<file path="config.mk">
export PLATFORM = sky130hd
export DESIGN_NAME = i2c_link_top
export DESIGN_NICKNAME = d
export VERILOG_FILES = /design/src/i2c_bus_pkg.sv /design/src/slave_map_pkg.sv /design/src/i2c_line_monitor.sv /design/src/i2c_link_top.sv /design/src/i2c_master_tx.sv /design/src/i2c_slave_rx.sv /design/src/slave_reg_bank.sv
export SDC_FILE = /design/constraint.sdc
export NUM_CORES = 1
export LEC_CHECK = 0
export BUFFER_PORTS_ARGS = -buffer_cell sky130_fd_sc_hd__clkbuf_2
export CAP_MARGIN = 10
export CORE_MARGIN = 3
export CORE_UTILIZATION = 35
export CTS_CLUSTER_DIAMETER = 40
export DETAILED_ROUTE_END_ITERATION = 16
export GPL_TIMING_DRIVEN = 0
export SETUP_SLACK_MARGIN = 0.15
export SLEW_MARGIN = 20
export SYNTH_ARGS = -nofsm -noshare
export SYNTH_HDL_FRONTEND = slang
export SYNTH_HIERARCHICAL = 1
export SYNTH_SLANG_ARGS = --single-unit
</file>
<file path="constraint.sdc">
create_clock -name clk -period 4.98 [get_ports clk]
set_input_delay 0.747 -clock clk [delete_from_list [all_inputs] [get_ports clk]]
set_output_delay 0.747 -clock clk [all_outputs]
set_load 0.02 [all_outputs]
</file>
<file path="src/i2c_bus_pkg.sv">
`default_nettype none

////////////////////////////////////////
// i2c bus protocol constants
////////////////////////////////////////

package i2c_bus_pkg;

    // clk cycles per scl half period
    localparam int scl_half_cycles = 8;

    // fixed address of the register slave
    localparam logic [6:0] slave_address = 7'h55;

    // data bits in one bus byte
    localparam int bits_per_byte = 8;

    // counts 0..8, bit 8 is the acknowledge slot
    localparam int bit_index_width = 4;

endpackage

`default_nettype wire

</file>
<file path="src/slave_map_pkg.sv">
`default_nettype none

package slave_map_pkg;

    // data registers behind the slave
    localparam int reg_count = 5;
    localparam int reg_index_width = 3;

    // one-hot slave engine states
    localparam int slave_state_width = 7;

    localparam logic [slave_state_width-1:0] state_idle        = 7'b000_0001;
    localparam logic [slave_state_width-1:0] state_start       = 7'b000_0010;
    localparam logic [slave_state_width-1:0] state_address     = 7'b000_0100;
    localparam logic [slave_state_width-1:0] state_address_ack = 7'b000_1000;
    localparam logic [slave_state_width-1:0] state_data        = 7'b001_0000;
    localparam logic [slave_state_width-1:0] state_data_ack    = 7'b010_0000;
    localparam logic [slave_state_width-1:0] state_stopped     = 7'b100_0000;

endpackage

`default_nettype wire

</file>
<file path="src/i2c_line_monitor.sv">
`timescale 1ns/1ps
`default_nettype none

module i2c_line_monitor (
    input  logic clk,
    input  logic reset,
    input  logic scl,
    input  logic sda,
    output logic scl_s,
    output logic sda_s,
    output logic scl_rise,
    output logic scl_fall,
    output logic start_seen,
    output logic stop_seen
);

    logic scl_meta;
    logic scl_sync;
    logic scl_last;
    logic sda_meta;
    logic sda_sync;
    logic sda_last;
    logic scl_steady_high;

    // two-stage synchronizers plus one history sample
    // idle bus level is high on both lines
    always_ff @(posedge clk or posedge reset) begin
        if (reset) begin
            scl_meta <= 1'b1;
            scl_sync <= 1'b1;
            scl_last <= 1'b1;
            sda_meta <= 1'b1;
            sda_sync <= 1'b1;
            sda_last <= 1'b1;
        end else begin
            scl_meta <= scl;
            scl_sync <= scl_meta;
            scl_last <= scl_sync;
            sda_meta <= sda;
            sda_sync <= sda_meta;
            sda_last <= sda_sync;
        end
    end

    assign scl_s = scl_sync;
    assign sda_s = sda_sync;

    assign scl_rise = scl_sync & ~scl_last;
    assign scl_fall = ~scl_sync & scl_last;

    // scl high in both samples, so an sda edge that lands with an scl edge is no start or stop
    assign scl_steady_high = scl_sync & scl_last;

    assign start_seen = scl_steady_high & sda_last & ~sda_sync;
    assign stop_seen  = scl_steady_high & ~sda_last & sda_sync;

endmodule

`default_nettype wire

</file>
<file path="src/i2c_link_top.sv">
`timescale 1ns/1ps
`default_nettype none

module i2c_link_top (
    input  logic clk,
    input  logic reset,
    input  logic wr_start,
    input  logic [6:0] wr_addr,
    input  logic [2:0] wr_len,
    input  logic [7:0] tx_byte,
    input  logic response_strobe,
    output logic byte_taken,
    output logic busy,
    output logic done,
    output logic nack_error,
    output logic [7:0] reg0,
    output logic [7:0] reg1,
    output logic [7:0] reg2,
    output logic [7:0] reg3,
    output logic [7:0] reg4,
    output logic go_flag,
    output logic [slave_map_pkg::slave_state_width-1:0] slave_state
);

    logic scl;
    logic sda_bus;
    logic master_sda_low;
    logic slave_sda_low;
    logic scl_s;
    logic sda_s;
    logic scl_rise;
    logic scl_fall;
    logic start_seen;
    logic stop_seen;
    logic byte_valid;
    logic frame_begin;
    logic frame_end;
    logic [7:0] rx_byte;

    // open-drain bus as a wired-AND
    assign sda_bus = ~(master_sda_low | slave_sda_low);

    i2c_master_tx u_master (
        .clk            (clk),
        .reset          (reset),
        .wr_start       (wr_start),
        .wr_addr        (wr_addr),
        .wr_len         (wr_len),
        .tx_byte        (tx_byte),
        .sda_in         (sda_bus),
        .scl            (scl),
        .master_sda_low (master_sda_low),
        .byte_taken     (byte_taken),
        .busy           (busy),
        .done           (done),
        .nack_error     (nack_error)
    );

    i2c_line_monitor u_monitor (
        .clk        (clk),
        .reset      (reset),
        .scl        (scl),
        .sda        (sda_bus),
        .scl_s      (scl_s),
        .sda_s      (sda_s),
        .scl_rise   (scl_rise),
        .scl_fall   (scl_fall),
        .start_seen (start_seen),
        .stop_seen  (stop_seen)
    );

    i2c_slave_rx u_slave (
        .clk           (clk),
        .reset         (reset),
        .scl_s         (scl_s),
        .sda_s         (sda_s),
        .scl_rise      (scl_rise),
        .scl_fall      (scl_fall),
        .start_seen    (start_seen),
        .stop_seen     (stop_seen),
        .slave_sda_low (slave_sda_low),
        .byte_valid    (byte_valid),
        .frame_begin   (frame_begin),
        .frame_end     (frame_end),
        .rx_byte       (rx_byte),
        .slave_state   (slave_state)
    );

    slave_reg_bank u_bank (
        .clk             (clk),
        .reset           (reset),
        .byte_valid      (byte_valid),
        .frame_begin     (frame_begin),
        .frame_end       (frame_end),
        .rx_byte         (rx_byte),
        .response_strobe (response_strobe),
        .reg0            (reg0),
        .reg1            (reg1),
        .reg2            (reg2),
        .reg3            (reg3),
        .reg4            (reg4),
        .go_flag         (go_flag)
    );

endmodule

`default_nettype wire

</file>
<file path="src/i2c_master_tx.sv">
`timescale 1ns/1ps
`default_nettype none

module i2c_master_tx (
    input  logic clk,
    input  logic reset,
    input  logic wr_start,
    input  logic [6:0] wr_addr,
    input  logic [2:0] wr_len,
    input  logic [7:0] tx_byte,
    input  logic sda_in,
    output logic scl,
    output logic master_sda_low,
    output logic byte_taken,
    output logic busy,
    output logic done,
    output logic nack_error
);

    import i2c_bus_pkg::*;

    localparam int div_width = $clog2(scl_half_cycles);

    typedef enum logic [2:0] {
        m_idle,
        m_start,
        m_low,
        m_high,
        m_stop_low,
        m_stop_high,
        m_stop_end
    } m_state_e;

    m_state_e state;
    logic [div_width-1:0] div_cnt;
    logic half_tick;
    logic [bits_per_byte-1:0] shift_reg;
    logic [bit_index_width-1:0] bit_cnt;
    logic [2:0] bytes_left;
    logic ack_bit;
    logic last_data_bit;

    assign half_tick     = (div_cnt == div_width'(scl_half_cycles - 1));
    assign ack_bit       = (bit_cnt == bit_index_width'(bits_per_byte));
    assign last_data_bit = (bit_cnt == bit_index_width'(bits_per_byte - 1));

    always_ff @(posedge clk or posedge reset) begin
        if (reset) begin
            state          <= m_idle;
            div_cnt        <= '0;
            shift_reg      <= '0;
            bit_cnt        <= '0;
            bytes_left     <= '0;
            scl            <= 1'b1;
            master_sda_low <= 1'b0;
            byte_taken     <= 1'b0;
            busy           <= 1'b0;
            done           <= 1'b0;
            nack_error     <= 1'b0;
        end else begin
            byte_taken <= 1'b0;
            done       <= 1'b0;

            // half period divider
            if (state == m_idle || half_tick) begin
                div_cnt <= '0;
            end else begin
                div_cnt <= div_cnt + 1'b1;
            end

            case (state)
                m_idle: begin
                    if (wr_start) begin
                        shift_reg      <= {wr_addr, 1'b0};
                        bytes_left     <= wr_len;
                        bit_cnt        <= '0;
                        nack_error     <= 1'b0;
                        busy           <= 1'b1;
                        // sda falls with scl high
                        master_sda_low <= 1'b1;
                        state          <= m_start;
                    end
                end
                m_start: begin
                    if (half_tick) begin
                        scl            <= 1'b0;
                        master_sda_low <= ~shift_reg[bits_per_byte-1];
                        state          <= m_low;
                    end
                end
                m_low: begin
                    if (half_tick) begin
                        scl   <= 1'b1;
                        state <= m_high;
                        // ack sampled on the scl rise
                        if (ack_bit) begin
                            nack_error <= nack_error | sda_in;
                        end
                    end
                end
                m_high: begin
                    if (half_tick) begin
                        scl <= 1'b0;
                        if (!ack_bit) begin
                            bit_cnt        <= bit_cnt + 1'b1;
                            shift_reg      <= {shift_reg[bits_per_byte-2:0], 1'b0};
                            master_sda_low <= last_data_bit ? 1'b0
                                                            : ~shift_reg[bits_per_byte-2];
                            state          <= m_low;
                        end else if (nack_error || bytes_left == 3'd0) begin
                            master_sda_low <= 1'b1;
                            state          <= m_stop_low;
                        end else begin
                            shift_reg      <= tx_byte;
                            master_sda_low <= ~tx_byte[bits_per_byte-1];
                            byte_taken     <= 1'b1;
                            bytes_left     <= bytes_left - 1'b1;
                            bit_cnt        <= '0;
                            state          <= m_low;
                        end
                    end
                end
                m_stop_low: begin
                    if (half_tick) begin
                        scl   <= 1'b1;
                        state <= m_stop_high;
                    end
                end
                // sda rises with scl high
                m_stop_high: begin
                    if (half_tick) begin
                        master_sda_low <= 1'b0;
                        state          <= m_stop_end;
                    end
                end
                m_stop_end: begin
                    if (half_tick) begin
                        busy  <= 1'b0;
                        done  <= 1'b1;
                        state <= m_idle;
                    end
                end
                default: begin
                    state <= m_idle;
                end
            endcase
        end
    end

endmodule

`default_nettype wire

</file>
<file path="src/i2c_slave_rx.sv">
`timescale 1ns/1ps
`default_nettype none

module i2c_slave_rx (
    input  logic clk,
    input  logic reset,
    input  logic scl_s,
    input  logic sda_s,
    input  logic scl_rise,
    input  logic scl_fall,
    input  logic start_seen,
    input  logic stop_seen,
    output logic slave_sda_low,
    output logic byte_valid,
    output logic frame_begin,
    output logic frame_end,
    output logic [7:0] rx_byte,
    output logic [slave_map_pkg::slave_state_width-1:0] slave_state
);

    import i2c_bus_pkg::*;
    import slave_map_pkg::*;

    logic [slave_state_width-1:0] state;
    logic [bits_per_byte-1:0] shift_reg;
    logic [bit_index_width-1:0] bit_cnt;
    logic last_bit;
    logic addr_match;
    logic in_frame;

    assign last_bit = (bit_cnt == bit_index_width'(bits_per_byte - 1));

    // write to our address only, reads get no acknowledge
    assign addr_match = (shift_reg[7:1] == slave_address) && !shift_reg[0];

    // address already accepted
    assign in_frame = (state == state_address_ack) || (state == state_data)
                   || (state == state_data_ack);

    assign slave_state = state;

    ////////////////////////////////////////
    // bit capture
    ////////////////////////////////////////

    always_ff @(posedge clk) begin
        if (scl_rise) begin
            shift_reg <= {shift_reg[bits_per_byte-2:0], sda_s};
        end
        if (scl_fall && last_bit && state == state_data) begin
            rx_byte <= shift_reg;
        end
    end

    ////////////////////////////////////////
    // protocol engine
    ////////////////////////////////////////

    always_ff @(posedge clk or posedge reset) begin
        if (reset) begin
            state         <= state_idle;
            bit_cnt       <= '0;
            slave_sda_low <= 1'b0;
            byte_valid    <= 1'b0;
            frame_begin   <= 1'b0;
            frame_end     <= 1'b0;
        end else begin
            byte_valid  <= 1'b0;
            frame_begin <= 1'b0;
            frame_end   <= 1'b0;
            if (start_seen) begin
                state         <= state_start;
                slave_sda_low <= 1'b0;
            end else if (stop_seen) begin
                slave_sda_low <= 1'b0;
                if (in_frame) begin
                    state     <= state_stopped;
                    frame_end <= 1'b1;
                end else begin
                    state <= state_idle;
                end
            end else begin
                case (state)
                    state_idle: begin
                        bit_cnt <= '0;
                    end
                    // scl still high after the start
                    state_start: begin
                        if (scl_fall) begin
                            state   <= state_address;
                            bit_cnt <= '0;
                        end
                    end
                    state_address: begin
                        if (scl_fall) begin
                            if (!last_bit) begin
                                bit_cnt <= bit_cnt + 1'b1;
                            end else if (addr_match) begin
                                state         <= state_address_ack;
                                slave_sda_low <= 1'b1;
                                frame_begin   <= 1'b1;
                            end else begin
                                state <= state_idle;
                            end
                        end
                    end
                    state_data: begin
                        if (scl_fall) begin
                            if (last_bit) begin
                                state         <= state_data_ack;
                                slave_sda_low <= 1'b1;
                                byte_valid    <= 1'b1;
                            end else begin
                                bit_cnt <= bit_cnt + 1'b1;
                            end
                        end
                    end
                    // release sda once the ninth clock ends
                    state_address_ack, state_data_ack: begin
                        if (scl_fall) begin
                            state         <= state_data;
                            slave_sda_low <= 1'b0;
                            bit_cnt       <= '0;
                        end
                    end
                    state_stopped: begin
                        if (scl_s && sda_s) begin
                            state <= state_idle;
                        end
                    end
                    default: begin
                        state <= state_idle;
                    end
                endcase
            end
        end
    end

endmodule

`default_nettype wire

</file>
<file path="src/slave_reg_bank.sv">
`timescale 1ns/1ps
`default_nettype none

module slave_reg_bank (
    input  logic clk,
    input  logic reset,
    input  logic byte_valid,
    input  logic frame_begin,
    input  logic frame_end,
    input  logic [7:0] rx_byte,
    input  logic response_strobe,
    output logic [7:0] reg0,
    output logic [7:0] reg1,
    output logic [7:0] reg2,
    output logic [7:0] reg3,
    output logic [7:0] reg4,
    output logic go_flag
);

    import slave_map_pkg::*;

    logic [7:0] regs [reg_count];
    logic [reg_index_width-1:0] wr_ptr;
    logic ptr_full;

    // extra bytes are acked upstream and dropped here
    assign ptr_full = (wr_ptr == reg_index_width'(reg_count));

    always_ff @(posedge clk or posedge reset) begin
        if (reset) begin
            wr_ptr <= '0;
            for (int i = 0; i < reg_count; i++) begin
                regs[i] <= '0;
            end
        end else if (frame_begin) begin
            wr_ptr <= '0;
        end else if (byte_valid && !ptr_full) begin
            regs[wr_ptr] <= rx_byte;
            wr_ptr       <= wr_ptr + 1'b1;
        end
    end

    // set wins over the response clear
    always_ff @(posedge clk or posedge reset) begin
        if (reset) begin
            go_flag <= 1'b0;
        end else if (frame_end) begin
            go_flag <= 1'b1;
        end else if (response_strobe) begin
            go_flag <= 1'b0;
        end
    end

    assign reg0 = regs[0];
    assign reg1 = regs[1];
    assign reg2 = regs[2];
    assign reg3 = regs[3];
    assign reg4 = regs[4];

endmodule

`default_nettype wire

</file>
=== Word-level counts from Yosys, hierarchy flattened ===
Cells that the tools add are included.

* Bitwise gates (word level): 21
* Multiplexer cells: 93
* Equality and inequality tests: 44
* $add $sub $neg: 5
* Magnitude comparators: 2
* Reduce and logical (&&, ||, !) cells: 39

{| class="wikitable"
|+ Operators by type and width
! cell !! number
|-
| $mux 7 || 10
|-
| $mux 3 || 16
|-
| $pmux 7 s6 || 1
|-
| $mux 1 || 41
|-
| $bwmux 40 || 1
|-
| $mux 8 || 5
|-
| $mux 4 || 8
|-
| $ne 4x3->1 const B || 8
|-
| $demux 8 s3 || 1
|-
| $ne 2x1->1 const B || 12
|-
| $pmux 3 s7 || 1
|-
| $pmux 8 s2 || 1
|-
| $eq 3x3->1 const B || 5
|-
| $eq 7x7->1 const B || 2
|-
| $reduce_and 7->1 || 2
|-
| $pmux 4 s3 || 1
|-
| $reduce_bool 2->1 || 6
|-
| $not 1->1 || 11
|-
| $reduce_and 5->1 || 2
|-
| $add 4x1->4 const B || 2
|-
| $eq 4x3->1 const B || 2
|-
| $pmux 4 s2 || 1
|-
| $reduce_and 4->1 || 2
|-
| $reduce_and 8->1 || 1
|-
| other kinds (34) || 62
|}

* Bits of input ports: 22
* Output and inout bits: 52
* Logic and storage cells: 236
* Bits in registers: 108

=== Longest topological paths before layout ===
Gate-level depths: netlist (run 1).

* Depth after elaboration: 8
* Depth in mapped cells: 8
* Depth with buffers taken out: 7

=== Cells and area by module ===
The synthesis (run 1) kept the hierarchy.

{| class="wikitable"
|+ Modules (own cells, without submodules)
! module !! seq. area each (um^2) !! instances !! area each (um^2) !! cells each
|-
| slave_reg_bank || 1101.1 || 1 || 1707.9 || 106
|-
| i2c_master_tx || 676.9 || 1 || 1575.3 || 170
|-
| i2c_slave_rx || 857.1 || 1 || 1492.7 || 118
|-
| i2c_line_monitor || 157.7 || 1 || 193.9 || 11
|-
| i2c_link_top || 0.0 || 1 || 3.8 || 1
|}

=== Worst setup path before layout (run 1) ===
Ideal clock, no wire load.

* Path kind: input to register
* Start: in wr_start
* End: reg u_master.shift_reg[1]
* Path slack: 3.026 ns
* Library setup time: 0.125 ns
* Arrival time: 1.829 ns
* Data required time: 4.855 ns
* Path buffers: 1
* Cell stages on the path: 5
* Cell sequence: nor4b_4 > nor3_1 > a211o_1 > buf_6 > mux2_4

* Cells in the longest elaborated chain, start to end: 2

{| class="wikitable"
|+ RTL lines
! what !! line !! text
|-
| start, declared || i2c_link_top.sv:7 || <nowiki>input logic wr_start,</nowiki>
|-
| $ne 2x2->1 (no line) || -- ||
|-
| $reduce_and 4->1 (no line) || -- ||
|-
| end signal, assigned || i2c_master_tx.sv:74 || <nowiki>shift_reg <= {wr_addr, 1'b0};</nowiki>
|-
| end signal, assigned || i2c_master_tx.sv:106 || <nowiki>shift_reg <= {shift_reg[bits_per_byte-2:0], 1'b0};</nowiki>
|-
| end signal, assigned || i2c_master_tx.sv:114 || <nowiki>shift_reg <= tx_byte;</nowiki>
|-
| end, declared || i2c_master_tx.sv:37 || <nowiki>logic [bits_per_byte-1:0] shift_reg;</nowiki>
|}

No other way between the ends.
A chain may end at the register's enable or synchronous reset.

=== Final worst setup path (run 1) ===
* Start: reg u_master.bytes_left[0]
* End: reg u_master.shift_reg[6]

* Cells in the longest elaborated chain, start to end: 4

{| class="wikitable"
|+ RTL lines
! what !! line !! text
|-
| start, declared || i2c_master_tx.sv:39 || <nowiki>logic [2:0] bytes_left;</nowiki>
|-
| start signal, assigned || i2c_master_tx.sv:75 || <nowiki>bytes_left <= wr_len;</nowiki>
|-
| start signal, assigned || i2c_master_tx.sv:117 || <nowiki>bytes_left <= bytes_left - 1'b1;</nowiki>
|-
| $logic_not 3->1 || i2c_master_tx.sv:110 || <nowiki>end else if (nack_error || bytes_left == 3'd0) begin</nowiki>
|-
| $logic_or 1x1->1 || i2c_master_tx.sv:110 ||
|-
| $ne 3x3->1 (no line) || -- ||
|-
| $reduce_and 4->1 (no line) || -- ||
|}

No other way between the ends.

==> implementation parameters, run 1 <==
Parameter                              Value

Worst setup path
  Worst endpoint data arrival time ... 2330 ps
  Launching element type of the critical path ... flop
  Worst Path Required ... 5210 ps
  Setup CP Type ... flop to flop
  Critical Path Sink Type ... flop
  Critical path fanouts, max ... 10

Timing
  Pin slew with the least headroom to its limit ... 669.9 ps
  Setup repair after global routing missed its margin ... false
  Final Cycle Share ... 0.4213
  Tmin final ... 2098 ps
  Final number of setup-violating endpoints ... 0
  Worst rel slew slack ... 0.5525
  Summed negative setup slack over all endpoints ... 0 ps
  Number of pins exceeding their max-slew limit in the final report ... 0
  Final worst clock skew ... 4.155 ps
  Max Clk Rate ... 476.6 MHz
  Hold violation count in the final report ... 0

Detailed routing
  DRC violations left ... 0
  WL final ... 10360 µm
  Vias per Instance ... 5.198
  Remaining antenna violation count ... 0
  Number of violations reported at the end of detailed-routing iteration 0 ... 240
  Total vias in the final route ... 3493
  Iteration count of the initial detailed-routing pass ... 4
  Average routed wire per standard cell ... 15.42 µm

Place
  DPL Wire Length ... 7588 µm
  Buffers added on ports ... 73
  Placed Cells incl. Taps ... 656
  Final weighted congestion in routability-driven placement ... 0.8274

Die
  Area of the core ... 13560 µm²
  Count of standard-cell rows ... 42
  Starting Density ... 0.3668
  Die Footprint ... 15680 µm²
  Horizontal extent of the die ... 125.2 µm
  Number of I/O pins ... 74
  Chip Height ... 125.2 µm

Yosys
  Post-synth EDFFs ... 16
  Most used flip-flop cell after synthesis ... sky130_fd_sc_hd__dfrtp_1
  Post-synthesis area per instance ... 12.25 µm²
  Unique masters post-synth ... 68
  Count of mapped cells out of synthesis ... 406
  Portion of the post-synthesis area used by sequential elements ... 0.5615
  Asr flop ratio synth ... 0.8519
  Number of synthesized register bits ... 108
  Synth warn ... 6
  Combined area of all synthesized cells ... 4974 µm²
  Net Count, Synth ... 437

Power and ir drop
  Static Leak ... 2.809 nW
  Switching power summed over all nets ... 699.4 µW
  Sequential cell fraction of total power ... 0.469
  Highest ir drop seen on vdd ... 0.2835 mV
  Proportion of total power due to net switching ... 0.3010
  Pwr per Cell Area ... 395.4 nW/µm²
  Clock network fraction of total power ... 0.304
  Int Power ... 1.624 mW
  Fraction of power consumed by combinational cells ... 0.227

Clock tree
  Clock tree from TritonCTS ... built
  Maximum clock insertion buffer count ... 2
  Clock edge transition at the registers on the reported setup and hold paths ... 70 ps
  Clk Latency, worst-skew pair ... 340 ps
  Post-CTS resize count ... 0
  Number of clock sinks ... 108
  CTS H-Tree Depth ... 3
  Hold buffers post-CTS ... 0
  Number of CTS-inserted buffers ... 9
  Root buffer cell ... sky130_fd_sc_hd__clkbuf_16
  Post-CTS setup-driven buffer insertion count ... 0

GRT
  GRT Util Overall ... 0.1367
  Wire length of the first global-routing pass ... 17600 µm
  Overflow after GRT ... 0
  Number of global-route vias before repair ... 3492
  Initial antenna violation count ... 0
  Pin count of the biggest net entering global routing ... 33

Cells and area
  Post-route insts no fill ... 672
  Area growth from synthesis to layout ... 18.14%
  Share of layout cells above drive strength 1 ... 0.3508
  Multi-input combinational cell area ... 2023 µm²
  Diode insertion count for antenna repair ... 0
  FF/Latch Area ... 2793 µm²
  Number of fill cells ... 1288
  Final Net Count ... 522

Run
  Reported max-cap violation count ... 0

Min path
  Min-Delay Path Class ... flop to flop

Run status
  Run status ... completed
worst paths after layout:
kind / slack, ps / end / from / cells after the start
worst max-delay path: 2880 / u_master/shift_reg[6] / u_master/bytes_left[0] / 8
worst min-delay path: 360 / u_monitor/sda_s / u_monitor/sda_meta / 0
worst max register to register: 2880 / u_master/shift_reg[6] / u_master/bytes_left[0] / 8
worst min register to register: 360 / u_monitor/sda_s / u_monitor/sda_meta / 0
max in group asynchronous: 4060 / u_master/bytes_left[1] / reset / 2
min in group asynchronous: 410 / u_bank/go_flag / reset / 2
cell usage in the layout (no fill, tap or decap), types with 9 or more instances in the layout:
master / count
sky130_fd_sc_hd__a21oi_1: 26
sky130_fd_sc_hd__clkbuf_16: 9
sky130_fd_sc_hd__clkbuf_2: 73
sky130_fd_sc_hd__dfrtp_1: 84
sky130_fd_sc_hd__edfxtp_1: 16
sky130_fd_sc_hd__ha_1: 9
sky130_fd_sc_hd__inv_1: 18
sky130_fd_sc_hd__mux2_2: 43
sky130_fd_sc_hd__nand2_1: 21
sky130_fd_sc_hd__nand3_1: 14
sky130_fd_sc_hd__nor2_1: 26
sky130_fd_sc_hd__o21ai_0: 10
kinds of logic after synthesis:
| group | share of synthesized area |
|---|---|
| adder cells (fa/ha/maj) | 0.02264 |
| XOR/XNOR | 0.007045 |
| buffers and inverters | 0.03170 |
| multiplexers | 0.1205 |
| flip-flops | 0.5615 |
| AND/OR/NAND/NOR | 0.1434 |
| AO/OA/AOI/OAI | 0.1132 |
critical path, cell delays in order (launching register included):
cell	delay (ps)
sky130_fd_sc_hd__dfrtp_1	380
sky130_fd_sc_hd__inv_1	60
sky130_fd_sc_hd__ha_1	200
sky130_fd_sc_hd__ha_1	210
sky130_fd_sc_hd__nor2_1	320
sky130_fd_sc_hd__nor3_1	110
sky130_fd_sc_hd__a211o_1	260
sky130_fd_sc_hd__buf_6	160
sky130_fd_sc_hd__mux2_4	300
metal layers:
metal,GRT usage,share of wire,up-vias
met1,0.1881,0.47,1746
met5,0,0,-
met2,0.2120,0.47,87
met4,0.04847,0.012,0
li1,-,-,1647
met3,0.03326,0.047,13
synthesized netlist by cell type, types with 3 or more instances:
library cell	number	share of area
sky130_fd_sc_hd__a21o_1	7	0.011
sky130_fd_sc_hd__a21oi_1	26	0.026
sky130_fd_sc_hd__and2_1	4	0.0050
sky130_fd_sc_hd__and3_1	3	0.0038
sky130_fd_sc_hd__and3b_1	3	0.0053
sky130_fd_sc_hd__buf_2	6	0.0060
sky130_fd_sc_hd__clkbuf_1	8	0.0060
sky130_fd_sc_hd__dfrtp_1	84	0.42
sky130_fd_sc_hd__dfstp_2	8	0.042
sky130_fd_sc_hd__edfxtp_1	16	0.097
sky130_fd_sc_hd__ha_1	9	0.023
sky130_fd_sc_hd__inv_1	20	0.015
sky130_fd_sc_hd__mux2_2	43	0.097
sky130_fd_sc_hd__mux2_4	7	0.021
sky130_fd_sc_hd__nand2_1	21	0.016
sky130_fd_sc_hd__nand3_1	14	0.014
sky130_fd_sc_hd__nand3b_1	5	0.0075
sky130_fd_sc_hd__nor2_1	26	0.020
sky130_fd_sc_hd__nor2b_1	6	0.0075
sky130_fd_sc_hd__nor3_1	8	0.0081
sky130_fd_sc_hd__nor4_1	4	0.0050
sky130_fd_sc_hd__o211a_1	3	0.0060
sky130_fd_sc_hd__o211ai_1	4	0.0060
sky130_fd_sc_hd__o21ai_0	10	0.010
sky130_fd_sc_hd__o21ai_1	3	0.0030
sky130_fd_sc_hd__o2bb2ai_1	3	0.0053
sky130_fd_sc_hd__xnor2_1	3	0.0053
cell type report:
| cell class | instances | share of cell area |
|---|---|---|
| buffer | 16 | 0.01405 |
| clock buffer | 10 | 0.04067 |
| clock inverter | 6 | 0.009796 |
| inverter | 20 | 0.01278 |
| multi-input combinational | 262 | 0.3443 |
| sequential | 108 | 0.4753 |
| tap | 176 | 0.03748 |
| timing repair buffer | 74 | 0.06559 |
power groups by stage:
stage / logic, mW / registers [mW] / clock network [mW]
floorplan: 0.413 / 1.09 / 0
global placement: 0.511 / 1.10 / 0
detailed placement: 0.528 / 1.11 / 0
CTS: 0.531 / 1.09 / 0.736
global route: 0.593 / 1.11 / 0.777
finish: 0.528 / 1.09 / 0.707
through the flow:
stage	area (µm²)	hold slack (ps)	utilization	setup slack (ps)	power (mW)
detailed placement	5579	347.3	0.4115	2731	1.634
floorplan	4974	345.2	-	3026	1.500
finish	5876	356.8	0.4334	2882	2.323
CTS	5876	355.6	0.4334	2890	2.357
global placement	5559	346.7	0.4100	2577	1.612
global route	5876	363.0	0.4334	2711	2.475
No activity file was read; power rests on OpenSTA's default activity.
==> inputs of run 2 (changes only) <==
==> constraint.sdc (replaced) <==
create_clock -name clk -period 1.7 [get_ports clk]
set_input_delay 0.255 -clock clk [delete_from_list [all_inputs] [get_ports clk]]
set_output_delay 0.255 -clock clk [all_outputs]
set_load 0.02 [all_outputs]
==> implementation parameters, run 2 (synthesis results as in run 1) <==
Parameter                              Value

Run status
  Run status ... complete, but fails checks
  Failing checks ... setup timing

Worst setup path
  Master of the slowest instance on the critical path ... sky130_fd_sc_hd__or4_4
  Delay of the slowest cell on the worst path ... 550 ps
  Critical Path, Cell by Cell ... buf_6 -> or4_4 -> nor4_4 -> buf_4 -> a211oi_2 -> mux2i_1 -> and2_1
  Critical Path Sink Type ... flop
  Flop-to-flop setup slack ... -250 ps
  Launching element type of the critical path ... flop
  Worst Path Required ... 1940 ps
  Setup CP Type ... flop to flop
  Critical path fanouts, max ... 5
  Family with the most delay on the worst path ... simple AND/OR/NAND/NOR gates
  Buffers plus inverters on the worst setup path ... 2
  Worst endpoint data arrival time ... 2190 ps

Clock tree
  CTS H-Tree Depth ... 3
  Clock edge transition at the registers on the reported setup and hold paths ... 80 ps
  Clock tree from TritonCTS ... built
  Number of CTS-inserted buffers ... 9
  Root buffer cell ... sky130_fd_sc_hd__clkbuf_16
  Maximum clock insertion buffer count ... 2
  Clk Latency, worst-skew pair ... 350 ps
  Number of clock sinks ... 108

Detailed routing
  Iteration count of the initial detailed-routing pass ... 4
  WL final ... 11810 µm
  Total vias in the final route ... 3765
  Average routed wire per standard cell ... 16.16 µm
  DRC violations left ... 0
  Vias per Instance ... 5.150
  Number of violations reported at the end of detailed-routing iteration 0 ... 206
  Remaining antenna violation count ... 0

Cells and area
  Post-route standard cell area excluding fillers ... 6859 µm²
  Number of fill cells ... 1190
  Area growth from synthesis to layout ... 37.91%
  Share of layout cells above drive strength 1 ... 0.5261
  Final Util ... 0.5059
  Post-route insts no fill ... 731
  Commonest non-fill, non-tap cells in the layout ... sky130_fd_sc_hd__dfrtp_1 (78), sky130_fd_sc_hd__clkbuf_2 (77), sky130_fd_sc_hd__buf_4 (51)
  Diode insertion count for antenna repair ... 0
  Most common cell after layout, fill and taps aside ... sky130_fd_sc_hd__dfrtp_1
  Final Net Count ... 581

Timing
  Setup repair after global routing missed its margin ... true
  Pin slew with the least headroom to its limit ... 621.2 ps
  Number of pins exceeding their max-slew limit in the final report ... 0
  Worst rel slew slack ... 0.5854
  Post-route worst hold slack ... 3.731 ps
  Final number of setup-violating endpoints ... 31
  Final worst clock skew ... 9.181 ps
  Final Cycle Share ... 1.145
  Summed negative setup slack over all endpoints ... -3001 ps
  Final worst slack ... -246.9 ps
  Tmin final ... 1947 ps
  Hold violation count in the final report ... 0
  Max Clk Rate ... 513.6 MHz

GRT
  Pin count of the biggest net entering global routing ... 37
  Met3 layer usage reported by global route ... 0.04179
  Met1 demand-to-capacity share in global routing ... 0.2046
  Initial antenna violation count ... 0
  Number of global-route vias before repair ... 3663
  Wire length of the first global-routing pass ... 18850 µm
  GR Layer Usage met2 ... 0.2300
  GRT Util Overall ... 0.1489
  Busiest metal layer after global routing ... met2
  Overflow after GRT ... 0

Place
  Final weighted congestion in routability-driven placement ... 0.8342
  Area post-placement ... 5689 µm²
  Buffers added on ports ... 73
  DPL Wire Length ... 7610 µm
  Placed Cells incl. Taps ... 656
  Post-placement worst setup slack ... -289.3 ps

Power and ir drop
  Sequential cell fraction of total power ... 0.434
  Proportion of total power due to net switching ... 0.3119
  Total power of the final layout ... 7.424 mW
  Pwr per Cell Area ... 1082 nW/µm²
  Switching power summed over all nets ... 2.315 mW
  Clock network fraction of total power ... 0.275
  Highest ir drop seen on vdd ... 0.6594 mV
  Fraction of power consumed by combinational cells ... 0.291
  Int Power ... 5.109 mW
  Static Leak ... 3.204 nW

Die
  Area of the core ... 13560 µm²
  Horizontal extent of the die ... 125.2 µm
  Die Footprint ... 15680 µm²
  Count of standard-cell rows ... 42
  Number of I/O pins ... 74
  Starting Density ... 0.3668
  Chip Height ... 125.2 µm

Min path
  Min-Delay Path Class ... primary input to asynchronous set/reset pin

Run
  Reported max-cap violation count ... 0
[run 2: changes by cell type in the layout (fill, tap and decap cells not counted), sizes merged]
cell         before  now
clkinv            1    3
buf               9   70
clkbuf           91   87
dlygate4sd3       0    1
inv              25   24
[run 2: power groups by stage]
stage | combinational (mW) | sequential, mW | clock [mW]
floorplan | 1.30 | 3.20 | 0
global placement | 1.59 | 3.24 | 0
detailed placement | 1.65 | 3.25 | 0
CTS | 1.91 | 3.20 | 2.12
global route | 2.36 | 3.26 | 2.24
finish | 2.16 | 3.22 | 2.04
[run 2: path summary, 6_finish.rpt]
path	from	to	depth (start not counted)
max	u_slave/slave_state[5]	u_slave/slave_sda_low	7
min in group clk	response_strobe	u_bank/go_flag	3
min	reset	u_master/shift_reg[2]	2
max in group asynchronous	reset	u_bank/wr_ptr[1]	4
min reg2reg	u_monitor/sda_meta	u_monitor/sda_s	0
max reg2reg	u_slave/slave_state[5]	u_slave/slave_sda_low	7
[run 2: cell type report]
type / instances / area (µm²) / area share
flip-flops and latches: 108 / 2800 / 0.4082
inverters: 20 / 77.57 / 0.01131
well taps: 176 / 220.2 / 0.03211
plain buffers: 16 / 140.1 / 0.02043
multi-input cells: 262 / 2440 / 0.3557
repair buffers: 133 / 889.6 / 0.1297
clock buffers: 9 / 225.2 / 0.03283
clock inverters: 7 / 66.31 / 0.009668
[run 2: worst register-to-register path, stage by stage, from the launching register on]
cell                       delay, ps
sky130_fd_sc_hd__dfrtp_2         410
sky130_fd_sc_hd__buf_6           130
sky130_fd_sc_hd__or4_4           550
sky130_fd_sc_hd__nor4_4          230
sky130_fd_sc_hd__buf_4           170
sky130_fd_sc_hd__a211oi_2         40
sky130_fd_sc_hd__mux2i_1         130
sky130_fd_sc_hd__and2_1          160
[run 2: per-layer routing]
layer / vias up / share of wire
li1: 1766 / -
met1: 1895 / 0.45
met4: 0 / 0.014
met3: 15 / 0.048
met2: 89 / 0.49
met5: - / 0
[run 2: timing repair]
action,in CTS,in global routing
setup endpoints to repair,81,92
cloned,2,0
pin swaps,21,26
setup buffers,36,20
endpoints found under the hold margin,8,0
gates resized for setup,52,52
hold buffers,1,0
==> inputs of run 3 (changes only) <==
--- a/config.mk
+++ b/config.mk
@@ -7,12 +7,17 @@
 export LEC_CHECK = 0
 export BUFFER_PORTS_ARGS = -buffer_cell sky130_fd_sc_hd__clkbuf_2
 export CAP_MARGIN = 10
+export CELL_PAD_IN_SITES_DETAIL_PLACEMENT = 1
+export CELL_PAD_IN_SITES_GLOBAL_PLACEMENT = 1
 export CORE_MARGIN = 3
 export CORE_UTILIZATION = 35
 export CTS_CLUSTER_DIAMETER = 40
 export DETAILED_ROUTE_END_ITERATION = 16
 export GPL_TIMING_DRIVEN = 0
+export HOLD_SLACK_MARGIN = 0.08
+export PLACE_DENSITY_LB_ADDON = 0.1
 export SETUP_SLACK_MARGIN = 0.15
+export SKIP_CTS_REPAIR_TIMING = 1
 export SLEW_MARGIN = 20
 export SYNTH_ARGS = -nofsm -noshare
 export SYNTH_HDL_FRONTEND = slang
==> implementation parameters, run 3 (synthesis results as in run 1) <==
Parameter                              Value

GRT
  Number of global-route vias before repair ... 3590
  Initial antenna violation count ... 0
  GRT Util Overall ... 0.1523
  Wire length of the first global-routing pass ... 19350 µm
  Pin count of the biggest net entering global routing ... 30
  Overflow after GRT ... 0

Worst setup path
  Delay of the slowest cell on the worst path ... 570 ps
  Worst Path Required ... 1980 ps
  Reg-to-Reg Start ... u_slave/slave_state[1]
  Setup CP Type ... flop to flop
  Critical Path, Cell by Cell ... or4_4 -> nor4_4 -> a21oi_2 -> buf_4 -> o32ai_4 -> a32o_1
  Flop-to-flop setup slack ... -370 ps
  Critical Path Sink Type ... flop
  Critical path fanouts, max ... 5
  Master of the slowest instance on the critical path ... sky130_fd_sc_hd__or4_4
  Cell depth of the worst flop-to-flop path ... 6
  Worst endpoint data arrival time ... 2340 ps
  Launching element type of the critical path ... flop
  Destination of the worst register-to-register timing path ... u_slave/slave_state[5]

Timing
  Worst rel slew slack ... 0.5577
  Number of pins exceeding their max-slew limit in the final report ... 0
  Final number of setup-violating endpoints ... 34
  Summed negative setup slack over all endpoints ... -5580 ps
  Final Cycle Share ... 1.215
  Final worst clock skew ... 7.751 ps
  Pin slew with the least headroom to its limit ... 662.7 ps
  Setup repair after global routing missed its margin ... true
  Final worst slack ... -365.7 ps
  Max Clk Rate ... 484.1 MHz
  Hold violation count in the final report ... 0
  Tmin final ... 2066 ps

Place
  Final weighted congestion in routability-driven placement ... 0.7649
  Buffers added on ports ... 73
  DPL Wire Length ... 8507 µm
  Area post-placement ... 5689 µm²

Cells and area
  FF/Latch Area ... 2801 µm²
  Share of layout cells above drive strength 1 ... 0.5111
  Multi-input combinational cell area ... 2417 µm²
  Number of fill cells ... 1449
  Final Net Count ... 566
  Area growth from synthesis to layout ... 34.92%
  Diode insertion count for antenna repair ... 0
  Commonest non-fill, non-tap cells in the layout ... sky130_fd_sc_hd__clkbuf_2 (77), sky130_fd_sc_hd__dfrtp_1 (77), sky130_fd_sc_hd__buf_4 (38)
  Post-route standard cell area excluding fillers ... 6710 µm²

Die
  Area of the core ... 13560 µm²
  Horizontal extent of the die ... 125.2 µm
  Chip Height ... 125.2 µm
  Starting Density ... 0.3668
  Number of I/O pins ... 74
  Die Footprint ... 15680 µm²
  Count of standard-cell rows ... 42

Detailed routing
  WL final ... 12830 µm
  DRC violations left ... 0
  Remaining antenna violation count ... 0
  Vias per Instance ... 5.123
  Average routed wire per standard cell ... 17.92 µm
  Total vias in the final route ... 3668
  Iteration count of the initial detailed-routing pass ... 4
  Number of violations reported at the end of detailed-routing iteration 0 ... 189

Min path
  Beginning of the worst hold path ... response_strobe
  Min-Delay Path Class ... primary input to flop
  Number of instances on the worst hold path ... 3
  Endpoint of the worst hold-timing path ... u_bank/go_flag

Clock tree
  Clock edge transition at the registers on the reported setup and hold paths ... 70 ps
  Clk Latency, worst-skew pair ... 350 ps
  Maximum clock insertion buffer count ... 2
  CTS H-Tree Depth ... 3
  Clock tree from TritonCTS ... built
  Root buffer cell ... sky130_fd_sc_hd__clkbuf_16
  Number of CTS-inserted buffers ... 9
  Number of clock sinks ... 108

Run status
  Failing checks ... setup timing
  Run status ... complete, but fails checks

Power and ir drop
  Pwr per Cell Area ... 1129 nW/µm²
  Total power of the final layout ... 7.575 mW
  Static Leak ... 3.145 nW
  Highest ir drop seen on vdd ... 0.6388 mV

Run
  Reported max-cap violation count ... 0
==> run 3: cell types whose count changed in the layout (fill, tap and decap cells not counted), sizes merged <==
cell    before  now
clkinv       3    2
buf         70   54
inv         24   22
clkbuf      87   91
==> run 3: report_power, final <==
| group | switching, mW | internal, mW |
|---|---|---|
| Combinational | 1.10 | 1.17 |
| Sequential | 0.288 | 2.97 |
| Clock | 0.993 | 1.05 |
| Total | 2.38 | 5.20 |
==> run 3: area by class of cell <==
class,instances,share of cell area
plain buffers,16,0.02238
clock buffers,12,0.03673
clock inverters,4,0.005034
inverters,20,0.01156
multi-input cells,262,0.3602
flip-flops and latches,108,0.4175
well taps,176,0.03282
repair buffers,118,0.1137
==> run 3: how the worst max path moves through the flow <==
| stage | startpoint | to | slack (ps) | cells past startpoint |
|---|---|---|---|---|
| 4_1_cts | u_bank/wr_ptr[1] | u_bank/reg4[0] | -350 | 5 |
| 3_5_place_dp | u_bank/wr_ptr[1] | u_bank/reg4[1] | -300 | 5 |
| 3_3_place_gp | u_bank/wr_ptr[1] | u_bank/reg4[0] | -290 | 5 |
| 6_report | u_slave/slave_state[1] | u_slave/slave_state[5] | -370 | 6 |
| 2_1_floorplan | u_slave/slave_state[5] | u_slave/slave_state[5] | -170 | 6 |
| 5_1_grt | u_slave/slave_state[1] | u_slave/slave_state[5] | -410 | 6 |
==> run 3: metal layers <==
layer / vias to the layer above / track usage / wire length (µm)
li1: 1734 / - / -
met1: 1867 / 0.2064 / 5883
met2: 61 / 0.2439 / 6417
met3: 6 / 0.04136 / 431
met4: 0 / 0.03890 / 100
met5: - / 0 / 0
==> run 3: per-stage QoR <==
step	worst slack [ps]	utilization	cells	hold slack, ps
floorplan	-168.0	-	406	155.6
global placement	-288.7	0.4181	655	346.8
detailed placement	-299.8	0.4196	656	303.2
CTS	-349.6	0.4403	672	-75.92
global route	-411.8	0.4949	716	141.2
finish	-365.7	0.4949	716	146.2
==> run 3: worst max-delay path, delay by kind of cell (launching register included) <==
family | cells | cell delay (ps)
and+or+nand+nor | 2 | 950
buffers and inverters | 1 | 160
DFF | 1 | 450
AOI/OAI and AO/OA | 3 | 430
